## src/fpu_config.svh

```systemverilog
/* fpu issue slice
   configuration */
`ifndef FPU_CONFIG_SVH
`define FPU_CONFIG_SVH

// operand and result width
`define FPU_WORD_W 64

// result buses visible to the forwarders
`define FPU_NBUS 4

// forward select width, see fwd_src_t
`define FPU_SEL_W 4

// instruction tag carried to the exception report
`define FPU_TAG_W 6

// invalid-enable bit in fpcsr
`define FPU_CSR_INV_EN 0

// issue edge to result visible, in cycles
`define FPU_LAT 2

`endif

```

## src/fpu_pkg.sv

```systemverilog
/* fpu slice types */
`default_nettype none

`include "fpu_config.svh"

package fpu_pkg;

  typedef struct packed {
    logic        sign;
    logic [10:0] exp;
    logic [51:0] man;
  } fp_dbl_t;

  typedef struct packed {
    logic        sign;
    logic [7:0]  exp;
    logic [22:0] man;
  } fp_sng_t;

  // one word, read as a double or as two singles (lane 0 low)
  typedef union packed {
    fp_dbl_t       d;
    fp_sng_t [1:0] s;
  } fp_word_t;

  typedef enum logic [2:0] {
    ALU_AND, ALU_OR, ALU_XOR, ALU_ANDN, ALU_CMP_D, ALU_CMP_SP
  } alu_op_t;

  typedef enum logic [1:0] {
    PERM_MERGE, PERM_SWAP, PERM_DUP, PERM_MOVB
  } perm_op_t;

  // unlisted codes fall back to the issue operand
  typedef enum logic [`FPU_SEL_W-1:0] {
    FWD_ISSUE = 4'd0,
    FWD_BUS0 = 4'd1, FWD_BUS1 = 4'd2, FWD_BUS2 = 4'd3, FWD_BUS3 = 4'd4,
    FWD_DLY0 = 4'd5, FWD_DLY1 = 4'd6, FWD_DLY2 = 4'd7, FWD_DLY3 = 4'd8
  } fwd_src_t;

endpackage

`default_nettype wire

```

## src/operand_forward.sv

```systemverilog
/* operand forwarding mux */
`timescale 1ns/1ps
`default_nettype none

`include "fpu_config.svh"

module operand_forward (
  input  logic                                   clk,
  input  logic                                   rst,
  input  fpu_pkg::fwd_src_t                      sel,
  input  logic [`FPU_WORD_W-1:0]                 issue_val,
  input  logic [`FPU_NBUS-1:0][`FPU_WORD_W-1:0]  bus,
  input  logic                                   bus_now,
  output logic [`FPU_WORD_W-1:0]                 opnd
);

  logic [`FPU_NBUS-1:0][`FPU_WORD_W-1:0] bus_dly;
  logic                                  dly_vld;
  logic [1:0]                            bus_idx;

  // bus one edge before the issue sample
  always_ff @(posedge clk) begin
    bus_dly <= bus;
  end

  // delayed copy only holds real data once a live sample went through
  always_ff @(posedge clk) begin
    if (rst) begin
      dly_vld <= 1'b0;
    end else begin
      dly_vld <= bus_now;
    end
  end

  // codes 1..4 and 5..8 both map bus n to low bits n+1
  assign bus_idx = sel[1:0] - 2'd1;

  always_comb begin
    opnd = issue_val;
    if (sel >= fpu_pkg::FWD_BUS0 && sel <= fpu_pkg::FWD_BUS3) begin
      if (bus_now) begin
        opnd = bus[bus_idx];
      end
    end else if (sel >= fpu_pkg::FWD_DLY0 && sel <= fpu_pkg::FWD_DLY3) begin
      if (dly_vld) begin
        opnd = bus_dly[bus_idx];
      end
    end
  end

endmodule

`default_nettype wire

```

## src/fp_logic_cmp.sv

```systemverilog
/* port 0 logic and compare */
`timescale 1ns/1ps
`default_nettype none

`include "fpu_config.svh"

module fp_logic_cmp (
  input  logic                   clk,
  input  logic                   rst,
  input  logic                   en,
  input  fpu_pkg::alu_op_t       op,
  input  fpu_pkg::fp_word_t      a,
  input  fpu_pkg::fp_word_t      b,
  output logic [`FPU_WORD_W-1:0] res,
  output logic [3:0]             flags,
  output logic                   invalid,
  output logic                   valid
);

  logic [`FPU_WORD_W-1:0] res_c;
  logic [3:0]             flags_c;
  logic                   inv_c;
  logic                   nan_d;
  logic [1:0]             ord_d;
  logic [1:0]             nan_s;
  logic [1:0][1:0]        ord_s;

  function automatic logic is_nan_d(fpu_pkg::fp_dbl_t x);
    return (&x.exp) && (|x.man);
  endfunction

  function automatic logic is_nan_s(fpu_pkg::fp_sng_t x);
    return (&x.exp) && (|x.man);
  endfunction

  // sign-magnitude order, returns {less, equal}; both zeros are equal
  function automatic logic [1:0] sm_order(logic sa, logic [62:0] ma,
                                          logic sb, logic [62:0] mb);
    logic eq;
    logic lt;
    eq = ((ma == '0) && (mb == '0)) || ((sa == sb) && (ma == mb));
    if (sa != sb) lt = sa;
    else if (sa) lt = ma > mb;
    else lt = ma < mb;
    return {lt & ~eq, eq};
  endfunction

  always_comb begin
    nan_d = is_nan_d(a.d) || is_nan_d(b.d);
    ord_d = sm_order(a.d.sign, {a.d.exp, a.d.man}, b.d.sign, {b.d.exp, b.d.man});
    for (int i = 0; i < 2; i++) begin
      nan_s[i] = is_nan_s(a.s[i]) || is_nan_s(b.s[i]);
      ord_s[i] = sm_order(a.s[i].sign, {32'd0, a.s[i].exp, a.s[i].man},
                          b.s[i].sign, {32'd0, b.s[i].exp, b.s[i].man});
    end
    res_c   = '0;
    flags_c = '0;
    inv_c   = 1'b0;
    case (op)
      fpu_pkg::ALU_AND:  res_c = a & b;
      fpu_pkg::ALU_OR:   res_c = a | b;
      fpu_pkg::ALU_XOR:  res_c = a ^ b;
      fpu_pkg::ALU_ANDN: res_c = a & ~b;
      fpu_pkg::ALU_CMP_D: begin
        // {unordered, less, equal, greater}
        flags_c = nan_d ? 4'b1000 : {1'b0, ord_d, ~|ord_d};
        inv_c   = nan_d;
      end
      fpu_pkg::ALU_CMP_SP: begin
        for (int i = 0; i < 2; i++) begin
          res_c[32*i +: 32] = {32{ord_s[i][1] & ~nan_s[i]}};
        end
        inv_c = |nan_s;
      end
      default: res_c = '0;
    endcase
  end

  always_ff @(posedge clk) begin
    if (rst) begin
      valid <= 1'b0;
    end else begin
      valid <= en;
    end
  end

  always_ff @(posedge clk) begin
    if (en) begin
      res     <= res_c;
      flags   <= flags_c;
      invalid <= inv_c;
    end
  end

endmodule

`default_nettype wire

```

## src/fp_perm.sv

```systemverilog
/* port 1 lane permute */
`timescale 1ns/1ps
`default_nettype none

`include "fpu_config.svh"

module fp_perm (
  input  logic                   clk,
  input  logic                   rst,
  input  logic                   en,
  input  fpu_pkg::perm_op_t      op,
  input  logic [`FPU_WORD_W-1:0] a,
  input  logic [`FPU_WORD_W-1:0] b,
  output logic [`FPU_WORD_W-1:0] res,
  output logic                   valid
);

  localparam int LANE_W = `FPU_WORD_W / 2;

  logic [`FPU_WORD_W-1:0] perm_c;

  // lane 0 is the low half
  always_comb begin
    case (op)
      fpu_pkg::PERM_MERGE: perm_c = {b[`FPU_WORD_W-1:LANE_W], a[LANE_W-1:0]};
      fpu_pkg::PERM_SWAP:  perm_c = {a[LANE_W-1:0], a[`FPU_WORD_W-1:LANE_W]};
      fpu_pkg::PERM_DUP:   perm_c = {a[LANE_W-1:0], a[LANE_W-1:0]};
      default:             perm_c = b;
    endcase
  end

  always_ff @(posedge clk) begin
    if (rst) begin
      valid <= 1'b0;
    end else begin
      valid <= en;
    end
  end

  always_ff @(posedge clk) begin
    if (en) begin
      res <= perm_c;
    end
  end

endmodule

`default_nettype wire

```

## src/fpu_excpt.sv

```systemverilog
/* port 0 exception report */
`timescale 1ns/1ps
`default_nettype none

`include "fpu_config.svh"

module fpu_excpt (
  input  logic                  clk,
  input  logic                  rst,
  input  logic                  en,
  input  logic [`FPU_TAG_W-1:0] tag,
  input  logic                  invalid,
  input  logic                  inv_en,
  output logic                  exc_valid,
  output logic [`FPU_TAG_W-1:0] exc_tag
);

  logic v_q;
  logic inv_en_q;

  always_ff @(posedge clk) begin
    if (rst) begin
      v_q <= 1'b0;
    end else begin
      v_q <= en;
    end
  end

  // same stage as the datapath result register
  always_ff @(posedge clk) begin
    exc_tag  <= tag;
    inv_en_q <= inv_en;
  end

  // invalid arrives already registered by fp_logic_cmp
  assign exc_valid = v_q & inv_en_q & invalid;

endmodule

`default_nettype wire

```

## src/fpu_slice.sv

```systemverilog
/* two-port fpu issue slice */
`timescale 1ns/1ps
`default_nettype none

`include "fpu_config.svh"

module fpu_slice (
  input  logic                                  clk,
  input  logic                                  rst,
  input  logic [31:0]                           fpcsr,
  input  logic                                  en0,
  input  fpu_pkg::alu_op_t                      op0,
  input  logic [`FPU_WORD_W-1:0]                a0,
  input  logic [`FPU_WORD_W-1:0]                b0,
  input  fpu_pkg::fwd_src_t                     sel_a0,
  input  fpu_pkg::fwd_src_t                     sel_b0,
  input  logic [`FPU_TAG_W-1:0]                 tag0,
  input  logic                                  en1,
  input  fpu_pkg::perm_op_t                     op1,
  input  logic [`FPU_WORD_W-1:0]                a1,
  input  logic [`FPU_WORD_W-1:0]                b1,
  input  fpu_pkg::fwd_src_t                     sel_a1,
  input  fpu_pkg::fwd_src_t                     sel_b1,
  input  logic [`FPU_NBUS-1:0][`FPU_WORD_W-1:0] fwd_bus,
  output logic [`FPU_WORD_W-1:0]                res0,
  output logic [3:0]                            res0_flags,
  output logic                                  res0_valid,
  output logic [`FPU_WORD_W-1:0]                res1,
  output logic                                  res1_valid,
  output logic                                  exc_valid,
  output logic [`FPU_TAG_W-1:0]                 exc_tag
);

  logic                                  en0_q, en1_q, bus_live;
  fpu_pkg::alu_op_t                      op0_q;
  fpu_pkg::perm_op_t                     op1_q;
  logic [`FPU_WORD_W-1:0]                a0_q, b0_q, a1_q, b1_q;
  fpu_pkg::fwd_src_t                     sel_a0_q, sel_b0_q, sel_a1_q, sel_b1_q;
  logic [`FPU_TAG_W-1:0]                 tag0_q;
  logic                                  inv_en_q;
  logic [`FPU_NBUS-1:0][`FPU_WORD_W-1:0] bus_q;
  logic [`FPU_WORD_W-1:0]                opnd_a0, opnd_b0, opnd_a1, opnd_b1;
  logic                                  invalid0;

  // issue edge; bus_live marks bus samples taken out of reset
  always_ff @(posedge clk) begin
    if (rst) begin
      en0_q    <= 1'b0;
      en1_q    <= 1'b0;
      bus_live <= 1'b0;
    end else begin
      en0_q    <= en0;
      en1_q    <= en1;
      bus_live <= 1'b1;
    end
  end

  always_ff @(posedge clk) begin
    op0_q    <= op0;
    a0_q     <= a0;
    b0_q     <= b0;
    sel_a0_q <= sel_a0;
    sel_b0_q <= sel_b0;
    tag0_q   <= tag0;
    op1_q    <= op1;
    a1_q     <= a1;
    b1_q     <= b1;
    sel_a1_q <= sel_a1;
    sel_b1_q <= sel_b1;
    inv_en_q <= fpcsr[`FPU_CSR_INV_EN];
    bus_q    <= fwd_bus;
  end

  operand_forward u_fwd_a0 (.clk(clk), .rst(rst), .sel(sel_a0_q), .issue_val(a0_q),
                            .bus(bus_q), .bus_now(bus_live), .opnd(opnd_a0));
  operand_forward u_fwd_b0 (.clk(clk), .rst(rst), .sel(sel_b0_q), .issue_val(b0_q),
                            .bus(bus_q), .bus_now(bus_live), .opnd(opnd_b0));
  operand_forward u_fwd_a1 (.clk(clk), .rst(rst), .sel(sel_a1_q), .issue_val(a1_q),
                            .bus(bus_q), .bus_now(bus_live), .opnd(opnd_a1));
  operand_forward u_fwd_b1 (.clk(clk), .rst(rst), .sel(sel_b1_q), .issue_val(b1_q),
                            .bus(bus_q), .bus_now(bus_live), .opnd(opnd_b1));

  fp_logic_cmp u_logic_cmp (.clk(clk), .rst(rst), .en(en0_q), .op(op0_q),
                            .a(opnd_a0), .b(opnd_b0), .res(res0), .flags(res0_flags),
                            .invalid(invalid0), .valid(res0_valid));

  fp_perm u_perm (.clk(clk), .rst(rst), .en(en1_q), .op(op1_q),
                  .a(opnd_a1), .b(opnd_b1), .res(res1), .valid(res1_valid));

  fpu_excpt u_excpt (.clk(clk), .rst(rst), .en(en0_q), .tag(tag0_q),
                     .invalid(invalid0), .inv_en(inv_en_q),
                     .exc_valid(exc_valid), .exc_tag(exc_tag));

endmodule

`default_nettype wire

```

## config.mk

```make
export PLATFORM = sky130hd
export DESIGN_NAME = fpu_slice
export DESIGN_NICKNAME = d
export VERILOG_FILES = /design/src/fpu_pkg.sv /design/src/operand_forward.sv /design/src/fp_logic_cmp.sv /design/src/fp_perm.sv /design/src/fpu_excpt.sv /design/src/fpu_slice.sv
export VERILOG_INCLUDE_DIRS = /design/src
export SDC_FILE = /design/constraint.sdc
export NUM_CORES = 2
export LEC_CHECK = 0
export BUFFER_PORTS_ARGS = -buffer_cell sky130_fd_sc_hd__buf_2
export CELL_PAD_IN_SITES_DETAIL_PLACEMENT = 1
export CELL_PAD_IN_SITES_GLOBAL_PLACEMENT = 1
export CORE_MARGIN = 4
export CORE_UTILIZATION = 33
export CTS_CLUSTER_DIAMETER = 50
export DETAILED_ROUTE_END_ITERATION = 7
export PLACE_DENSITY = 0.65
export SLEW_MARGIN = 0
export SYNTH_ARGS = -nofsm -noshare
export SYNTH_HDL_FRONTEND = slang
export SYNTH_SLANG_ARGS = --single-unit
```

## constraint.sdc

```tcl
create_clock -name clk -period 5.6 [get_ports clk]
set_input_delay 0.56 -clock clk [delete_from_list [all_inputs] [get_ports clk]]
set_output_delay 0.56 -clock clk [all_outputs]
set_load 0.02 [all_outputs]
```

==> impl_metrics.tcl <==
set metrics [dict create \
    yosysUniqueCellTypes 75 \
    dieHeight_um 372 \
    max_freq_ghz 0.185 \
    endpoint_kind "flop" \
    cts_setup_buffers 0 \
    skew_ns 0.0606 \
    status "complete, no violations" \
    power.leakage_nw 24.4 \
    clk_pin_slew_ns 0.05 \
    finalHoldViolCount 0 \
    use_met1_pct 38.9 \
    reg2reg_setup_slack_ns 0.19 \
    area_delta_synth_final_pct 38.6 \
    relSlewSlack_pct 14.9 \
    synth_edf_count 133 \
    io_pins 716 \
    synth_nets 4113 \
    synth_seq_cells 942 \
    worstMarginPinSlew_ns 1.26 \
    num_rows 133 \
    grt_pass1_vias 41400 \
    critPathMaxFanout 32 \
    rsz0062_at_grt "false" \
    dr.pass1.iters 5 \
    crit_arrival_ns 5.89 \
    vias 39200 \
    ir_drop_uv 236 \
    syn_avg_cell_area_um2 12.9 \
    core_um2 132000 \
    synth-async-reset-ratio_pct 0 \
    met2_usage_pct 52.9 \
    hpwl_um 166000 \
    cts_inserted_buffers 133 \
    final_cell_mix "dfxtp_1 (801), buf_2 (684), dlygate4sd3_1 (542)" \
    routedWlPerCell_um 34.9 \
    die_x_um 372 \
    grt_pass1_wl_um 318000 \
    htreeDepth 4 \
    final_common_cell "dfxtp_1" \
    drive_above_1_share_pct 35.7 \
    maxSlewViolCount 0 \
    syn_inst 3401 \
    cp_cell_sequence "inv_1, ha_4, or3b_1, a21oi_4, buf_4, nor2_2, a211o_1, ha_1, or4bb_1, nor2_1, o31ai_1, nand3_1, a311oi_1, nand3_1, xnor2_1, nand4_1, buf_12, o211ai_1" \
    drc_errors 0 \
    viasPerCell 5.94 \
    wl_um 230000 \
    port_buffers 684 \
    fin_crit_ns 5.41 \
    worstPathRequired_ns 6.08 \
    cts.sink_count 942 \
    nets 5437 \
    cp_top_family "compound AO/OA/AOI/OAI gates" \
    place_ws_ns 0.354 \
    grt-ovfl-total 0 \
    slowest_stage "a21oi_4" \
    start_kind "flop" \
    yosys_warnings 0 \
    cts_root_buf "clkbuf_16" \
    setup_violations 0 \
    routabilityCongestion 0.928 \
    post-route-period-util_pct 96.6 \
    drtIter0Drc 4342 \
    worstSkewPairLatency_ns 0.80 \
    initial_utilization_pct 33.3 \
    synth_ff_type "dfxtp_1" \
    cts_tree "done" \
    clk_path_buf_depth 3 \
    die-area_um2 139000 \
    fin_util_pct 46.1 \
    grtUsageMet3_pct 7.29 \
    hold_class "in -> reg" \
    grt_max_degree 71 \
    cpMostUsedCell "nand3_1" \
    max_stage_delay_ns 0.65 \
    busiest_layer "met2" \
    finalWorstSetupSlack_ns 0.191 \
    seq_area_frac_synth_pct 46.1 \
    hold_buffers 542 \
    hold_ws_ns 0.0878 \
    drtAntennaViolNets 0 \
    tns_ns 0 \
    critPathBufInv 3 \
    crit_type "reg -> reg" \
    antenna_found_initial 33 \
    power_density_nw_per_um2 338 \
    netlist_area_um2 43800 \
    grt_usage_pct 32.7 \
    post_cts_resized 0 \
    post-layout-total-power_w 0.0205 \
    maxCapViolations 0 \
]
[cells in the mapped netlist (4+ instances only)]
cell type / instances / area, um2
buf_1: 47 / 176
buf_2: 26 / 130
o221ai_1: 14 / 123
mux4_2: 510 / 11500
edfxtp_1: 133 / 3990
and4_1: 5 / 43.8
o21ai_0: 109 / 546
nor4b_1: 5 / 43.8
o311ai_0: 37 / 324
nor4_1: 11 / 68.8
ha_1: 137 / 1710
buf_6: 18 / 203
nor2b_1: 22 / 138
buf_4: 5 / 37.5
o211ai_1: 24 / 180
nand4_1: 32 / 200
o311ai_1: 26 / 228
xnor2_1: 4 / 35.0
nor4bb_1: 6 / 60.1
nor3_1: 48 / 240
inv_1: 87 / 327
and3_1: 41 / 257
o22ai_1: 107 / 669
a22oi_1: 8 / 60.1
dfxtp_1: 809 / 16200
nand2b_1: 7 / 43.8
nand2_1: 118 / 443
clkinv_1: 4 / 15.0
or3_1: 16 / 100
nand3_1: 15 / 75.1
inv_2: 8 / 30.0
nand3b_1: 6 / 45.0
o311a_1: 17 / 170
or4_1: 82 / 616
o211a_1: 7 / 70.1
a221o_1: 32 / 320
clkbuf_1: 189 / 709
a211o_1: 81 / 709
nor3b_1: 5 / 37.5
o22a_1: 43 / 377
a221oi_1: 13 / 114
o21ai_1: 5 / 25.0
a21oi_1: 180 / 901
nor2_1: 247 / 927
[stage by stage]
step,std cells,cell area [um2]
detailed placement,5803,50500
floorplan,3401,43800
global placement,5803,50500
CTS,6593,60700
global route,6596,60700
finish,6600,60700
[routing by layer]
layer | wire, um | vias to the layer above | share of wire [%]
met2 | 108000 | 2371 | 47
li1 | - | 16200 | -
met5 | 143 | - | 0.062
met4 | 18200 | 20 | 7.9
met1 | 83100 | 20000 | 36
met3 | 20700 | 585 | 9.0
[flip-flops by register name, summed over array words and instances, names as in the netlist, 6 cells and up]
signal and cells:
bus_q 256, u_fwd_b1.bus_dly 256, a0_q 64, a1_q 64
b0_q 64, b1_q 64, u_logic_cmp.res 64, u_perm.res 64
tag0_q 6, u_excpt.exc_tag 6
[layout make-up]
| cell class | count | area, um2 |
|---|---|---|
| flip-flops and latches | 942 | 20200 |
| clock inverters | 86 | 1170 |
| diodes | 7 | 17.5 |
| fillers | 13700 | 71000 |
| inverters | 99 | 372 |
| clock buffers | 162 | 3600 |
| repair buffers | 1478 | 11100 |
| multi-input cells | 2071 | 22100 |
| well taps | 1755 | 2200 |
[worst paths after layout]
check,startpoint,endpoint,cells past startpoint
hold / removal,rst,bus_live,2
setup reg to reg,sel_a0_q[0],u_logic_cmp.res[16],18
hold reg to reg,tag0_q[1],u_excpt.exc_tag[1],0
setup / recovery,sel_a0_q[0],u_logic_cmp.res[16],18
[power breakdown]
group          total (W)  internal [W]  switching (W)
clock            0.00903       0.00535        0.00368
combinational    0.00379       0.00174        0.00205
sequential       0.00769       0.00727       0.000413
total             0.0205        0.0144        0.00614
[kinds of logic after synthesis]
logic type               count (synthesis)  synth area share (%)
buffers and inverters                  388                  3.83
AO/OA/AOI/OAI                          725                  11.4
flip-flops                             942                  46.1
AND/OR/NAND/NOR                        690                  8.18
multiplexers                           515                  26.4
XOR/XNOR                                 4                0.0800
adder cells (fa/ha/maj)                137                  3.92
Note: power is estimated with default switching activity, not from simulation.
